[src/common/mont_macros.svh]
// width and queue depth of the modular multiply unit, included by the package, RTL and testbench

`ifndef MONT_MACROS_SVH
`define MONT_MACROS_SVH

//////////////////////////////////////////////////
// operand size
//////////////////////////////////////////////////

// operand width W, also the number of core iterations
// 32 keeps the reference arithmetic inside 64-bit math
`define MONT_WID 32

//////////////////////////////////////////////////
// job queue
//////////////////////////////////////////////////

// job entries held ahead of the core
`define MONT_QDEPTH 4

// read and write pointer width, log2 of the depth
// must track MONT_QDEPTH, pointers wrap naturally
`define MONT_QPTR_W 2

`endif

[src/common/mont_pkg.sv]
// job and result types passed between the queue, the multiplier core and the reducer

`include "mont_macros.svh"

package mont_pkg;

    //////////////////////////////////////////////////
    // request side
    //////////////////////////////////////////////////

    // one complete request as strobed in by the caller
    // m odd, a and b already below m
    typedef struct packed
    {
        logic [`MONT_WID-1:0] a;
        logic [`MONT_WID-1:0] b;
        logic [`MONT_WID-1:0] m;
    } mont_job_t;

    //////////////////////////////////////////////////
    // core side
    //////////////////////////////////////////////////

    // unreduced product from the serial core
    // always below 2m, hence one extra bit
    typedef struct packed
    {
        logic [`MONT_WID:0] r;
    } mont_raw_t;

endpackage

[src/hdl/mont_request_queue.sv]
// circular job buffer between caller and core, push and pop strobes with first-word-fall-through head

`timescale 1ns/1ps

`include "mont_macros.svh"

module mont_request_queue
(
    input  logic                clk,
    input  logic                rst,
    input  logic                push,
    input  mont_pkg::mont_job_t job_in,
    input  logic                pop,
    output mont_pkg::mont_job_t head,
    output logic                empty,
    output logic                full,
    output logic                overflow
);

    import mont_pkg::*;

    // occupancy value when every entry is taken
    localparam logic [`MONT_QPTR_W:0] QCOUNT_FULL = `MONT_QDEPTH;

    //////////////////////////////////////////////////
    // storage and pointers
    //////////////////////////////////////////////////

    // job entries, payload only
    mont_job_t                 mem [0:`MONT_QDEPTH-1];

    logic [`MONT_QPTR_W-1:0]   wr_ptr;
    logic [`MONT_QPTR_W-1:0]   rd_ptr;
    // one bit wider than pointers to tell full from empty
    logic [`MONT_QPTR_W:0]     count;

    // push taken unless full
    // when full, a pop in the same cycle frees the slot being written
    logic                      push_ok;

    assign push_ok = push && (!full || pop);

    assign empty = (count == '0);
    assign full  = (count == QCOUNT_FULL);

    // head shown without a read cycle
    assign head = mem[rd_ptr];

    //////////////////////////////////////////////////
    // write side
    //////////////////////////////////////////////////

    always_ff @(posedge clk)
    begin
        if (push_ok)
        begin
            mem[wr_ptr] <= job_in;
        end
    end

    //////////////////////////////////////////////////
    // pointers, occupancy, overflow
    //////////////////////////////////////////////////

    always_ff @(posedge clk)
    begin
        if (rst)
        begin
            wr_ptr   <= '0;
            rd_ptr   <= '0;
            count    <= '0;
            overflow <= 1'b0;
        end
        else
        begin
            if (push_ok)
            begin
                wr_ptr <= wr_ptr + 1'b1;
            end
            if (pop)
            begin
                rd_ptr <= rd_ptr + 1'b1;
            end
            // both strobes together leave occupancy unchanged
            case ({push_ok, pop})
                2'b10:   count <= count + 1'b1;
                2'b01:   count <= count - 1'b1;
                default: count <= count;
            endcase
            // dropped request, sticky until reset
            if (push && full && !pop)
            begin
                overflow <= 1'b1;
            end
        end
    end

    // the core only pops a job that is actually at the head
    a_no_pop_empty: assert property (@(posedge clk) disable iff (rst) pop |-> !empty);

endmodule

[src/mont_core/mont_mul_serial.sv]
// bit-serial radix-2 Montgomery multiplier, one operand bit per clock, result below 2m

`timescale 1ns/1ps

`include "mont_macros.svh"

module mont_mul_serial
(
    input  logic                 clk,
    input  logic                 rst,
    input  logic                 empty,
    input  mont_pkg::mont_job_t  job,
    output logic                 pop,
    output logic                 raw_valid,
    output mont_pkg::mont_raw_t  raw,
    output logic [`MONT_WID-1:0] modulus,
    output logic                 active
);

    import mont_pkg::*;

    // iteration counter sized to reach W-1
    localparam int                CNT_W    = $clog2(`MONT_WID);
    localparam logic [CNT_W-1:0]  CNT_LAST = CNT_W'(`MONT_WID - 1);

    //////////////////////////////////////////////////
    // datapath registers
    //////////////////////////////////////////////////

    // scanned operand, shifts right one bit per iteration
    logic [`MONT_WID-1:0]   a_sr;
    logic [`MONT_WID-1:0]   b_reg;
    logic [`MONT_WID-1:0]   m_reg;
    // running partial product, W+1 bits
    mont_raw_t              acc;

    // control
    logic                   run;
    logic [CNT_W-1:0]       cnt;

    // iteration arithmetic, two bits above W for r + b + m
    logic [`MONT_WID+1:0]   sum_b;
    logic [`MONT_WID+1:0]   sum_m;
    logic [`MONT_WID:0]     acc_next;

    //////////////////////////////////////////////////
    // one radix-2 step
    //////////////////////////////////////////////////

    // add b when the scanned bit is set
    assign sum_b = {1'b0, acc.r} + {2'b00, (a_sr[0] ? b_reg : '0)};
    // add m when odd so the halving is exact
    assign sum_m = sum_b + {2'b00, (sum_b[0] ? m_reg : '0)};
    assign acc_next = sum_m[`MONT_WID+1:1];

    //////////////////////////////////////////////////
    // load and control
    //////////////////////////////////////////////////

    // idle core takes the head job as soon as one is present
    assign pop = !run && !empty;

    always_ff @(posedge clk)
    begin
        if (rst)
        begin
            run       <= 1'b0;
            cnt       <= '0;
            raw_valid <= 1'b0;
        end
        else
        begin
            raw_valid <= 1'b0;
            if (pop)
            begin
                run <= 1'b1;
                cnt <= '0;
            end
            else if (run)
            begin
                cnt <= cnt + 1'b1;
                // last bit retired, hand off next cycle
                if (cnt == CNT_LAST)
                begin
                    run       <= 1'b0;
                    raw_valid <= 1'b1;
                end
            end
        end
    end

    // operands and accumulator, payload only
    always_ff @(posedge clk)
    begin
        if (pop)
        begin
            a_sr  <= job.a;
            b_reg <= job.b;
            m_reg <= job.m;
            acc   <= '0;
        end
        else if (run)
        begin
            a_sr  <= {1'b0, a_sr[`MONT_WID-1:1]};
            acc.r <= acc_next;
        end
    end

    assign raw     = acc;
    // held until the next load
    assign modulus = m_reg;
    // covers the hand-off cycle too
    assign active  = run || raw_valid;

    // caller contract, odd modulus
    a_m_odd: assert property (@(posedge clk) disable iff (rst) $past(pop) |-> m_reg[0]);

    // partial product never escapes the 2m bound
    a_raw_bound: assert property (@(posedge clk) disable iff (rst)
        raw_valid |-> (raw.r < {m_reg, 1'b0}));

endmodule

[src/hdl/mont_final_reduce.sv]
// final conditional subtraction of m, registers the fully reduced result with a done pulse

`timescale 1ns/1ps

`include "mont_macros.svh"

module mont_final_reduce
(
    input  logic                 clk,
    input  logic                 rst,
    input  logic                 raw_valid,
    input  mont_pkg::mont_raw_t  raw,
    input  logic [`MONT_WID-1:0] modulus,
    output logic                 done,
    output logic [`MONT_WID-1:0] result
);

    import mont_pkg::*;

    // raw minus m, meaningful only when raw >= m
    mont_raw_t              diff;
    logic                   ge_m;
    // modulus of the job now on the result output
    logic [`MONT_WID-1:0]   mod_q;

    assign diff.r = raw.r - {1'b0, modulus};
    assign ge_m   = (raw.r >= {1'b0, modulus});

    //////////////////////////////////////////////////
    // output stage
    //////////////////////////////////////////////////

    always_ff @(posedge clk)
    begin
        if (rst)
        begin
            done <= 1'b0;
        end
        else
        begin
            done <= raw_valid;
        end
    end

    // raw below 2m, so one subtraction is enough
    always_ff @(posedge clk)
    begin
        if (raw_valid)
        begin
            result <= ge_m ? diff.r[`MONT_WID-1:0] : raw.r[`MONT_WID-1:0];
            mod_q  <= modulus;
        end
    end

    a_reduced: assert property (@(posedge clk) disable iff (rst) done |-> (result < mod_q));

endmodule

[src/hdl/mont_unit.sv]
// modular multiply unit top, request queue feeding the serial Montgomery core and final reducer

`timescale 1ns/1ps

`include "mont_macros.svh"

module mont_unit
(
    input  logic                 clk,
    input  logic                 rst,
    input  logic                 req,
    input  mont_pkg::mont_job_t  job,
    output logic                 done,
    output logic [`MONT_WID-1:0] result,
    output logic                 busy,
    output logic                 overflow
);

    import mont_pkg::*;

    //////////////////////////////////////////////////
    // internal wiring
    //////////////////////////////////////////////////

    // queue to core
    mont_job_t              head_job;
    logic                   q_empty;
    logic                   q_pop;

    // core to reducer
    logic                   raw_valid;
    mont_raw_t              raw;
    logic [`MONT_WID-1:0]   core_mod;
    logic                   core_active;

    // anything waiting or still being worked
    assign busy = !q_empty || core_active;

    mont_request_queue u_queue
    (
        .clk      (clk),
        .rst      (rst),
        .push     (req),
        .job_in   (job),
        .pop      (q_pop),
        .head     (head_job),
        .empty    (q_empty),
        .full     (),
        .overflow (overflow)
    );

    mont_mul_serial u_core
    (
        .clk       (clk),
        .rst       (rst),
        .empty     (q_empty),
        .job       (head_job),
        .pop       (q_pop),
        .raw_valid (raw_valid),
        .raw       (raw),
        .modulus   (core_mod),
        .active    (core_active)
    );

    // reducer accepts a new product every cycle
    mont_final_reduce u_reduce
    (
        .clk       (clk),
        .rst       (rst),
        .raw_valid (raw_valid),
        .raw       (raw),
        .modulus   (core_mod),
        .done      (done),
        .result    (result)
    );

endmodule

[config.mk]
export PLATFORM = sky130hd
export DESIGN_NAME = mont_unit
export DESIGN_NICKNAME = d
export VERILOG_FILES = /design/src/common/mont_pkg.sv /design/src/hdl/mont_request_queue.sv /design/src/mont_core/mont_mul_serial.sv /design/src/hdl/mont_final_reduce.sv /design/src/hdl/mont_unit.sv
export VERILOG_INCLUDE_DIRS = /design/src /design/src/common
export SDC_FILE = /design/constraint.sdc
export NUM_CORES = 1
export LEC_CHECK = 0
export BUFFER_PORTS_ARGS = -buffer_cell sky130_fd_sc_hd__buf_4
export CAP_MARGIN = 20
export CORE_MARGIN = 5
export CORE_UTILIZATION = 61
export DETAILED_ROUTE_END_ITERATION = 7
export PLACE_DENSITY = 0.8
export SETUP_SLACK_MARGIN = 0.2
export SYNTH_ARGS = -nofsm -noshare
export SYNTH_HDL_FRONTEND = slang
export SYNTH_SLANG_ARGS = --single-unit
[constraint.sdc]
create_clock -name clk -period 7.3 [get_ports clk]
set_clock_uncertainty 0.1 [all_clocks]
set_input_delay 1.46 -clock clk [delete_from_list [all_inputs] [get_ports clk]]
set_output_delay 1.46 -clock clk [all_outputs]
set_load 0.01 [all_outputs]
Word-level counts from Yosys, hierarchy flattened
Memories as Yosys holds them, arrays and structs flattened. A register that Yosys moved wholly into a read port is not among the register bits.
Index checks and enable logic that the tools add are counted.
Word-level totals
  register bits after elaboration: 177
  memory bits (writable): 384
  output and inout port bits: 35
  logic and storage cells: 58
  memories: 1
Cells by class
  add/subtract/negate cells: 8
  order comparisons: 1
  equality and inequality tests: 4
  multiplexer cells: 14
  bitwise gates (word level): 1
  reduce and logical (&&, ||, !) cells: 16
Memory list
  u_queue.mem: depth 4, width 96, read ports 1, clocked after memory_dff 1, write ports 1, line mont_request_queue.sv:30  | mont_job_t mem [0:`MONT_QDEPTH-1];
Operator list (count)
  $mux 32: 5
  $add 33x32->34: 1
  $add 34x32->34: 1
  $ge 33x32->1: 1
  $sub 32x32->32: 1
  $mux 1: 6
  $pmux 3 s2: 1
  $add 5x1->5 const B: 1
  $eq 5x5->1 const B: 1
  $add 2x1->2 const B: 2
  $logic_and 1x1->1: 4
  $logic_not 1->1: 4
  $mux 2: 2
  $reduce_bool 2->1: 2
  $add 3x1->3 const B: 1
  $eq 3x3->1 const B: 1
  $logic_not 3->1: 1
  $logic_or 1x1->1: 3
  $reduce_or 3->1: 1
  $sub 3x1->3 const B: 1
  $eq 2x1->1 const B: 1
  $eq 2x2->1 const B: 1
  $reduce_or 2->1: 1
  $not 1->1: 1

Depth between registers and ports, before layout
Gate-level depths: netlist of the first run.
  word-level depth: 7
  gate-level depth with buffers: 24
  depth with buffers taken out: 23

Hierarchy
A second synthesis of the first run with hierarchy kept.
Unflattened totals
  cells, all modules: 1723
  area total of the unflattened synthesis: 25878.6 um^2
By module, submodules not included
  mont_request_queue: instances 1, cells an instance 561, area each 14416.3 um^2, sequential area each 11731.3 um^2
  mont_mul_serial: instances 1, cells an instance 787, area each 8239.2 um^2, sequential area each 3683.5 um^2
  mont_final_reduce: instances 1, cells an instance 374, area each 3216.8 um^2, sequential area each 980.9 um^2
  mont_unit: instances 1, cells an instance 1, area each 6.3 um^2, sequential area each 0.0 um^2

Worst setup path before layout of the first run
Ideal clock, no wire load.
  kind: reg2reg
  start: register u_core.a_sr[0]
  end: register u_core.acc (netlist bit u_core.raw[18])
  library setup time: 0.120 ns
  arrival time: 4.904 ns
  data required time: 7.080 ns
  path slack: 2.177 ns
  cell stages (with the launch flop): 21
  buffers on the path: 1
  cells stage by stage: edfxtp_1 clkbuf_1 and2_1 ha_1 fa_1 a21o_1 a311o_1 a21o_1 a21oi_1 xnor2_1 ha_1 a211o_1 a211o_1 o221a_1 a311o_2 a21oi_1 o21bai_1 a211o_1 a31oi_1 nor4b_1 a211o_1
On the way
  cells in the longest elaborated chain, start to end: 4
RTL lines
  start: declaration: line mont_mul_serial.sv:31  | logic [`MONT_WID-1:0] a_sr;
  start signal: assignment: line mont_mul_serial.sv:97  | a_sr <= job.a;
  start signal: assignment: line mont_mul_serial.sv:104  | a_sr <= {1'b0, a_sr[`MONT_WID-1:1]};
  $mux 32 (*): line mont_mul_serial.sv:51  | assign sum_b = {1'b0, acc.r} + {2'b00, (a_sr[0] ? b_reg : '0)};
  $add 33x32->34 (*): line mont_mul_serial.sv:51
  $mux 32: line mont_mul_serial.sv:53  | assign sum_m = sum_b + {2'b00, (sum_b[0] ? m_reg : '0)};
  $add 34x32->34 (*): line mont_mul_serial.sv:53
  end: declaration: line mont_mul_serial.sv:35  | mont_raw_t acc;
Every way passes the cells marked *; elsewhere a longest branch is shown, timed or not.
A chain may end at the register's enable or synchronous reset.

Final worst setup path of the first run
Same ends and word-level chain as after synthesis.

==> summary.txt, run 1 <==
Critical path
  • Critical Path Source Type: register
  • Crit-path slowest cell: edfxtp_1
  • CP Class: reg -> reg
  • Reg2reg start: u_core.a_sr[0]
  • Top cell by count, worst path: a211o_1
  • Max Fanout on Critical Path: 32
  • Origin of the worst setup path: u_core.a_sr[0]
  • WP buf/inv: 0
  • WP data required: approximately 7700 ps
  • Slowest stage delay, CP: 730 ps
  • Critical path, cell by cell: and2_1, ha_1, fa_1, a21o_1, a311o_1, a21o_1, a21oi_1, xnor2_1, ha_1, a211o_1, a211o_1, o221a_1, a311o_2, a21oi_1, o21bai_1, a211o_1, a31oi_1, nor4b_1, a211o_1
  • Element type at the critical path end: register
  • Worst path arrival time: 6270 ps
  • Delay-heaviest family, CP: compound AO/OA/AOI/OAI gates

Job
  • Max-cap violations: 0

Layout
  • # fillers: about 2700
  • Max FFs per register: 384
  • Fin cells: roughly 2400
  • Share of cells above drive strength 1: 0.2034
  • Design area: 0.02875 mm^2
  • Final nets: roughly 2000
  • Antenna Cells: 0
  • Register Area: around 0.016 mm^2
  • Multi-input gate area: about 0.0085 mm^2
  • Biggest register: u_queue.mem
  • Area Overhead vs Synth: 13.57%
  • Post-Route Utilization: 0.7025

Timing
  • Slew @ Worst Pin: between 900 and 1000 ps
  • Tcrit/Tclk final: 0.8073
  • Max Transition Viols Final: 0
  • Hold slack: about 440 ps
  • Final hold violations: 0
  • RSZ-0062 raised after global routing: no
  • Tmin final: 5893 ps
  • Relative slew slack: 0.3303
  • Endpoints failing setup: 0
  • Fmax: between 0.15 and 0.2 GHz
  • Final TNS setup: 0 ps
  • Final worst slack: roughly 1400 ps

Drt
  • Post-DRT Antenna Nets: 0
  • Vias: 14410
  • Vias/cell: 6.018
  • DR DRC count: 0
  • Drt first-iter violations: between 1000 and 1500
  • Drt total wl: between 50000 and 60000 um
  • First-pass DRT Iterations: 5
  • Wire per inst: 22.34 um

Clocking
  • Clk buf depth: 3
  • CTS Root Cell: clkbuf_16
  • CTS buffer count: 55
  • Post_cts resized: 0
  • CTS sink cnt: 563
  • Worst-Skew Late Latency: ~600 ps
  • Clock-pin transition on the worst setup and hold timing paths: around 60 ps
  • # Post-CTS Setup Buffers: 0
  • # hold bufs at CTS: 0
  • CTS tree: done
  • CTS H-tree lvls: 2

Die
  • DIE AREA: 0.04567 mm^2
  • Horiz. Die Dim: 213.7 um
  • # IOs: between 100 and 150
  • Starting Density: 0.6185
  • Die Y: between 200 and 250 um
  • Num rows: 74
  • Core region area: 0.04092 mm^2

Pwr
  • Peak VDD IR: about 0.28 mV
  • Leak: 10.66 nW
  • Total Power: roughly 13 mW
  • Power per cell area: about 450 mW/mm^2

Status
  • Run status: finished clean

Place
  • I/O Buffers: roughly 130
  • Placed Area: between 0.02 and 0.03 mm^2
  • Placement Setup Slack: between 1000 and 1500 ps
  • Post-Place Cells: ~2300
  • Hpwl dp: approximately 35000 um
  • GP Congestion: slightly below 0.9

GRT
  • Largest net degree at the start of global routing: between 60 and 70
  • Vias in the first global route: between 10000 and 15000
  • Global-route wire length before repair: 83510 um
  • Total GRT Usage: 0.2383
  • Antenna violations before repair: 3
  • Total gr overflow: 0

Synthesis
  • Top cell type's share of synthesized area: 0.6074
  • Ys Warns: 0
  • Yosys reg bits: between 500 and 600
  • Synth area leader: edfxtp_1
  • Post-Syn Nets: between 1500 and 2000
  • Synth unique cells: 76
  • Largest cells by area after synthesis: edfxtp_1 61%, mux4_2 8.5%, ha_1 5.0%
  • Synth Instances: about 1700
  • Sequential area share after synthesis: 0.6477
  • Main flop type after synthesis: edfxtp_1
  • Post-Syn Area: 0.02531 mm^2
  • Post-synthesis average cell area: 15.21 um^2
  • Ys async rst share: 0
  • Number of flops mapped to enable cells by yosys: 512

Hold path
  • Worst hold-check path type: reg -> reg
  • Min-delay src: u_queue.overflow
==> synth_stat cells (all sizes together), types with 4 or more instances <==
master,count
mux2,32
a211oi,7
xor2,41
nand3,21
nor2b,15
ha,102
nand4,9
a31oi,20
a2111oi,4
nand2,99
nor2,54
nand3b,4
nor3,22
inv,61
o31ai,6
a21oi,75
a21o,45
buf,12
nand2b,15
o21bai,8
fa,4
a211o,5
edfxtp,512
and3,12
mux4,96
a221o,5
dfxtp,51
and2,77
mux2i,8
clkbuf,39
or3,7
xnor2,44
o21ai,88
o21a,8
==> where the power goes <==
part           leakage, nW  switching [mW]  internal (mW)  total (mW)
Sequential            5.16           0.421           4.34        4.76
Combinational         4.60            3.07           2.26        5.32
Clock                0.894            1.19           1.65        2.85
==> cells in the final DEF (no fill, tap or decap), types with 5 or more instances in the layout <==
master / Yosys / routed
dfxtp_1: 51 / 49
o21ai_0: 85 / 85
and2_1: 77 / 73
bufinv_16: 0 / 6
nor2b_1: 15 / 15
xor2_1: 41 / 41
xnor2_1: 44 / 44
nand2b_1: 15 / 15
edfxtp_1: 512 / 512
nand3_1: 20 / 20
clkbuf_16: 0 / 57
a211oi_1: 6 / 6
mux2_2: 32 / 32
o21a_1: 8 / 8
mux2i_1: 8 / 8
clkbuf_1: 38 / 5
nor2_1: 54 / 53
a21o_1: 43 / 43
o31ai_1: 6 / 6
a211o_1: 5 / 5
clkinv_1: 1 / 13
nor3_1: 22 / 22
clkinv_2: 0 / 14
buf_4: 0 / 147
a221o_1: 5 / 5
a31oi_1: 20 / 19
and3_1: 11 / 11
nand2_1: 99 / 99
o21bai_1: 8 / 8
inv_1: 61 / 61
ha_1: 102 / 102
nand4_1: 9 / 9
or3_1: 7 / 7
a21oi_1: 75 / 75
mux4_2: 96 / 96
==> per-layer routing <==
metal  vias to the layer above  global-route usage  routed length, um
met5                         -                   0                 60
met4                         6             0.06820               1474
met3                        94             0.05355               3576
met2                       437              0.3933              26120
met1                      7103              0.3257              22280
li1                       6774                   -                  -
==> path summary, 6_finish.rpt <==
path,end,slack [ps],depth (start not counted)
worst max-delay path,u_core.raw[18],1410,19
worst min-delay path,u_queue.overflow,440,2
worst max register to register,u_core.raw[18],1410,19
worst min register to register,u_queue.overflow,440,2
==> tightest hold or removal path: stages (launching register included) <==
cell and delay [ps]:
dfxtp_1 360, a21oi_1 60, nor2_1 90
==> final cells by class <==
class,instances,share of cell area
Sequential cell,563,0.5706
Multi-Input combinational cell,988,0.2963
Clock buffer,64,0.05123
Timing Repair Buffer,147,0.03839
Tap cell,532,0.02315
Clock inverter,39,0.01223
Inverter,62,0.008095
==> cell families after synthesis <==
| kind of cell | Yosys count | share of synthesized area |
|---|---|---|
| adder cells (fa/ha/maj) | 106 | 0.05358 |
| buffers and inverters | 113 | 0.01730 |
| XOR/XNOR | 85 | 0.02941 |
| flip-flops | 563 | 0.6477 |
| AO/OA/AOI/OAI | 308 | 0.07751 |
| AND/OR/NAND/NOR | 353 | 0.07167 |
| multiplexers | 136 | 0.1028 |
Power figures use the tool's default switching activity.
==> inputs of run 2 (changes only) <==
--- a/config.mk
+++ b/config.mk
@@ -9,9 +9,9 @@
 export BUFFER_PORTS_ARGS = -buffer_cell sky130_fd_sc_hd__buf_4
 export CAP_MARGIN = 20
 export CORE_MARGIN = 5
-export CORE_UTILIZATION = 61
+export CORE_UTILIZATION = 55
 export DETAILED_ROUTE_END_ITERATION = 7
-export PLACE_DENSITY = 0.8
+export PLACE_DENSITY = 0.76
 export SETUP_SLACK_MARGIN = 0.2
 export SYNTH_ARGS = -nofsm -noshare
 export SYNTH_HDL_FRONTEND = slang
==> constraint.sdc (replaced) <==
create_clock -name clk -period 5.4 [get_ports clk]
set_clock_uncertainty 0.1 [all_clocks]
set_input_delay 1.08 -clock clk [delete_from_list [all_inputs] [get_ports clk]]
set_output_delay 1.08 -clock clk [all_outputs]
set_load 0.01 [all_outputs]
==> run 2 against run 1 <==
Compared with the run above:
- final cell count is 3.9% higher
- first-iteration DRC count is 5.8% lower
- critical path depth stayed put
- highest routed layer unchanged
- power is 37% higher
- critical path type unchanged
- via count is 0.58% higher
- utilization is 6.1 points lower
==> summary.txt, run 2 (same netlist as run 1, synthesis figures left out) <==
Pwr
  • Sw frac: 0.3617 (was 0.3621)
  • Leak: 10.78 nW (was 10.66 nW)
  • Reg power frac: 0.362 (was 0.368)
  • Clock group share of total power: 0.210 (was 0.220)
  • Combinational fraction of design power: 0.428 (was 0.412)
  • Net Switching: 6.395 mW (was 4.680 mW)
  • Peak VDD IR: 0.3312 mV (was 0.2757 mV)
  • Power Internal: 11.28 mW (was 8.245 mW)
  • Power per cell area: 606.2 mW/mm^2 (was 449.6 mW/mm^2)

GRT
  • Antenna violations before repair: 3 (unchanged)
  • Total gr overflow: 0 (unchanged)
  • Vias in the first global route: 14610 (was 14930)
  • Global-route wire length before repair: 81380 um (was 83510 um)
  • Largest net degree at the start of global routing: 70 (was 68)
  • Total GRT Usage: 0.2060 (was 0.2383)

Timing
  • Relative slew slack: 0.3116 (was 0.3303)
  • RSZ-0062 raised after global routing: yes (was no)
  • Max Transition Viols Final: 0 (unchanged)
  • Tmin final: 5135 ps (was 5893 ps)
  • Fmax: 0.1947 GHz (was 0.1697 GHz)
  • Tcrit/Tclk final: 0.9510 (was 0.8073)
  • Slew @ Worst Pin: 1033 ps (was 979.2 ps)
  • Final worst slack: 264.6 ps (was 1407 ps)
  • Endpoints failing setup: 0 (unchanged)
  • Final hold violations: 0 (unchanged)

Layout
  • Commonest cells after routing, fill and taps aside: 512 x edfxtp_1, 169 x buf_4, 99 x nand2_1 (was 512 x edfxtp_1, 147 x buf_4, 102 x ha_1)
  • Design area: 0.02916 mm^2 (was 0.02875 mm^2)
  • Share of cells above drive strength 1: 0.2315 (was 0.2034)
  • Area Overhead vs Synth: 15.21% (was 13.57%)
  • Fin cells: 2489 (was 2395)
  • Final nets: 2047 (was 2022)
  • Commonest non-fill, non-tap cell in the layout: edfxtp_1 (unchanged)
  • Biggest register: u_queue.mem (unchanged)
  • Max FFs per register: 384 (unchanged)

Critical path
  • Reg2reg start: u_core.a_sr[0] (unchanged)
  • Critical path depth in cells: 19 (unchanged)
  • Origin of the worst setup path: u_core.a_sr[0] (unchanged)
  • Critical path, cell by cell: and2_1, ha_2, fa_2, a21o_1, a311o_1, a21o_1, a21oi_2, xnor2_1, ha_1, a211o_1, a211o_1, o221a_1, a311o_2, a21oi_2, o21bai_1, a211o_1, a31oi_2, nor4b_1, a211o_1 (was and2_1, ha_1, fa_1, a21o_1, a311o_1, a21o_1, a21oi_1, xnor2_1, ha_1, a211o_1, a211o_1, o221a_1, a311o_2, a21oi_1, o21bai_1, a211o_1, a31oi_1, nor4b_1, a211o_1)
  • Critical Path Source Type: register (unchanged)
  • Crit-path slowest cell: edfxtp_1 (unchanged)
  • Setup crit end: u_core.raw[18] (unchanged)
  • Worst path arrival time: 5520 ps (was 6270 ps)
  • WP buf/inv: 0 (unchanged)
  • Delay-heaviest family, CP: compound AO/OA/AOI/OAI gates (unchanged)
  • CP Class: reg -> reg (unchanged)
  • Top cell by count, worst path: a211o_1 (unchanged)
  • Max Fanout on Critical Path: 8 (was 32)
  • Terminus of the critical flop-to-flop path: u_core.raw[18] (unchanged)
  • Reg2reg setup slack: 260 ps (was 1410 ps)
  • WP data required: 5780 ps (was 7680 ps)
  • Slowest stage delay, CP: 490 ps (was 730 ps)
  • Element type at the critical path end: register (unchanged)
  • Worst reg2reg path depth: 19 (unchanged)

Clocking
  • CTS Root Cell: clkbuf_16 (unchanged)
  • CTS buffer count: 55 (unchanged)
  • CTS H-tree lvls: 2 (unchanged)
  • Clk buf depth: 3 (unchanged)
  • Clock-pin transition on the worst setup and hold timing paths: 60 ps (about the same)
  • Worst-Skew Late Latency: 600 ps (about the same)
  • CTS sink cnt: 563 (unchanged)
  • CTS tree: done (unchanged)

Place
  • Placement Setup Slack: -11.82 ps (was 1407 ps)
  • GP Congestion: 0.8724 (was 0.8852)
  • I/O Buffers: 133 (unchanged)
  • Hpwl dp: 34810 um (was 35070 um)
  • Placed Area: 0.02711 mm^2 (was 0.02692 mm^2)
  • Post-Place Cells: 2372 (was 2292)

Die
  • Die Y: 224.5 um (was 213.7 um)
  • DIE AREA: 0.05041 mm^2 (was 0.04567 mm^2)
  • Starting Density: 0.5566 (was 0.6185)
  • Horiz. Die Dim: 224.5 um (was 213.7 um)
  • Core region area: 0.04548 mm^2 (was 0.04092 mm^2)
  • # IOs: 134 (unchanged)
  • Num rows: 78 (was 74)

Drt
  • Drt total wl: 52260 um (was 53510 um)
  • Post-DRT Antenna Nets: 0 (unchanged)
  • Drt first-iter violations: 1096 (was 1163)
  • First-pass DRT Iterations: 5 (unchanged)
  • Vias: 14500 (was 14410)
  • Wire per inst: 21.00 um (was 22.34 um)
  • DR DRC count: 0 (unchanged)
  • Vias/cell: 5.825 (was 6.018)

Status
  • Run status: finished clean (unchanged)

Hold path
  • Worst hold-check path type: reg -> reg (unchanged)

Job
  • Max-cap violations: 0 (unchanged)
-- run 2: cell count changes in the layout (fill, tap and decap cells not counted), moves of 4 or more --
| cell | previous run | this run |
|---|---|---|
| buf_4 | 147 | 169 |
| ha_1 | 102 | 94 |
| clkinv_1 | 13 | 9 |
| o21ai_0 | 85 | 79 |
| o21ai_1 | 3 | 7 |
| a21oi_1 | 75 | 69 |
| ha_2 | 0 | 6 |
| a21oi_2 | 0 | 6 |
-- run 2: what timing repair did --
action | 4_1_cts | 5_1_grt
hold buffers | 0 | 0
cloned | 1 | 0
pin swaps | 5 | 24
hold endpoints to repair | 0 | 0
setup buffers | 5 | 7
setup endpoints to repair | 4 | 9
resized for setup | 7 | 34
-- run 2: final cells by class --
type                    count  area, um^2
fillers                  3233       16320
multi-input cells         988        8668
inverters                  62       232.7
clock buffers              66        1479
flip-flops and latches    563       16400
well taps                 600       750.7
repair buffers            172        1336
diodes                      1       2.502
clock inverters            37       290.3
-- run 2: worst register-to-register path, delay by kind of cell (launching register included) --
family	cells	cell delay (ps)
AOI/OAI and AO/OA	13	3140
adders and majority gates	3	830
DFF	1	490
and+or+nand+nor	2	290
xor gates and xnor gates	1	150
-- run 2: metal layers --
layer	GRT usage	up-vias	share of wire
met5	0	-	0.00065
met4	0.05382	4	0.024
met3	0.04751	92	0.064
met2	0.3451	424	0.49
met1	0.2763	7138	0.42
li1	-	6840	-
-- run 2: worst min path at each step --
stage,endpoint,slack (ps),startpoint,cells after the start
finish,u_queue.overflow,400,u_queue.overflow,2
CTS,u_queue.overflow,410,u_queue.overflow,2
detailed placement,u_queue.overflow,400,u_queue.overflow,2
global placement,u_queue.overflow,360,u_queue.overflow,2
floorplan,u_core.raw[24],370,u_core.raw[24],2
global route,u_core.cnt[4],470,u_core.cnt[4],2
-- run 2: stage by stage --
step | hold WS [ps] | setup TNS [ps] | utilization | power [mW]
after global placement | 355.8 | 0 | 0.5961 | 13.45
after floorplan | 371.1 | 0 | - | 11.75
final | 399.9 | 0 | 0.6412 | 17.68
after detailed placement | 395.5 | -11.82 | 0.5961 | 13.61
after global routing | 466.1 | 0 | 0.6412 | 18.77
after CTS | 410.1 | 0 | 0.6373 | 17.45
-- run 2: power groups by stage --
stage	sequential, mW	clock [mW]	combinational, mW
global route	6.48	3.97	8.32
global placement	6.46	0	6.99
detailed placement	6.49	0	7.12
CTS	6.41	3.78	7.26
finish	6.41	3.71	7.56
floorplan	6.14	0	5.61
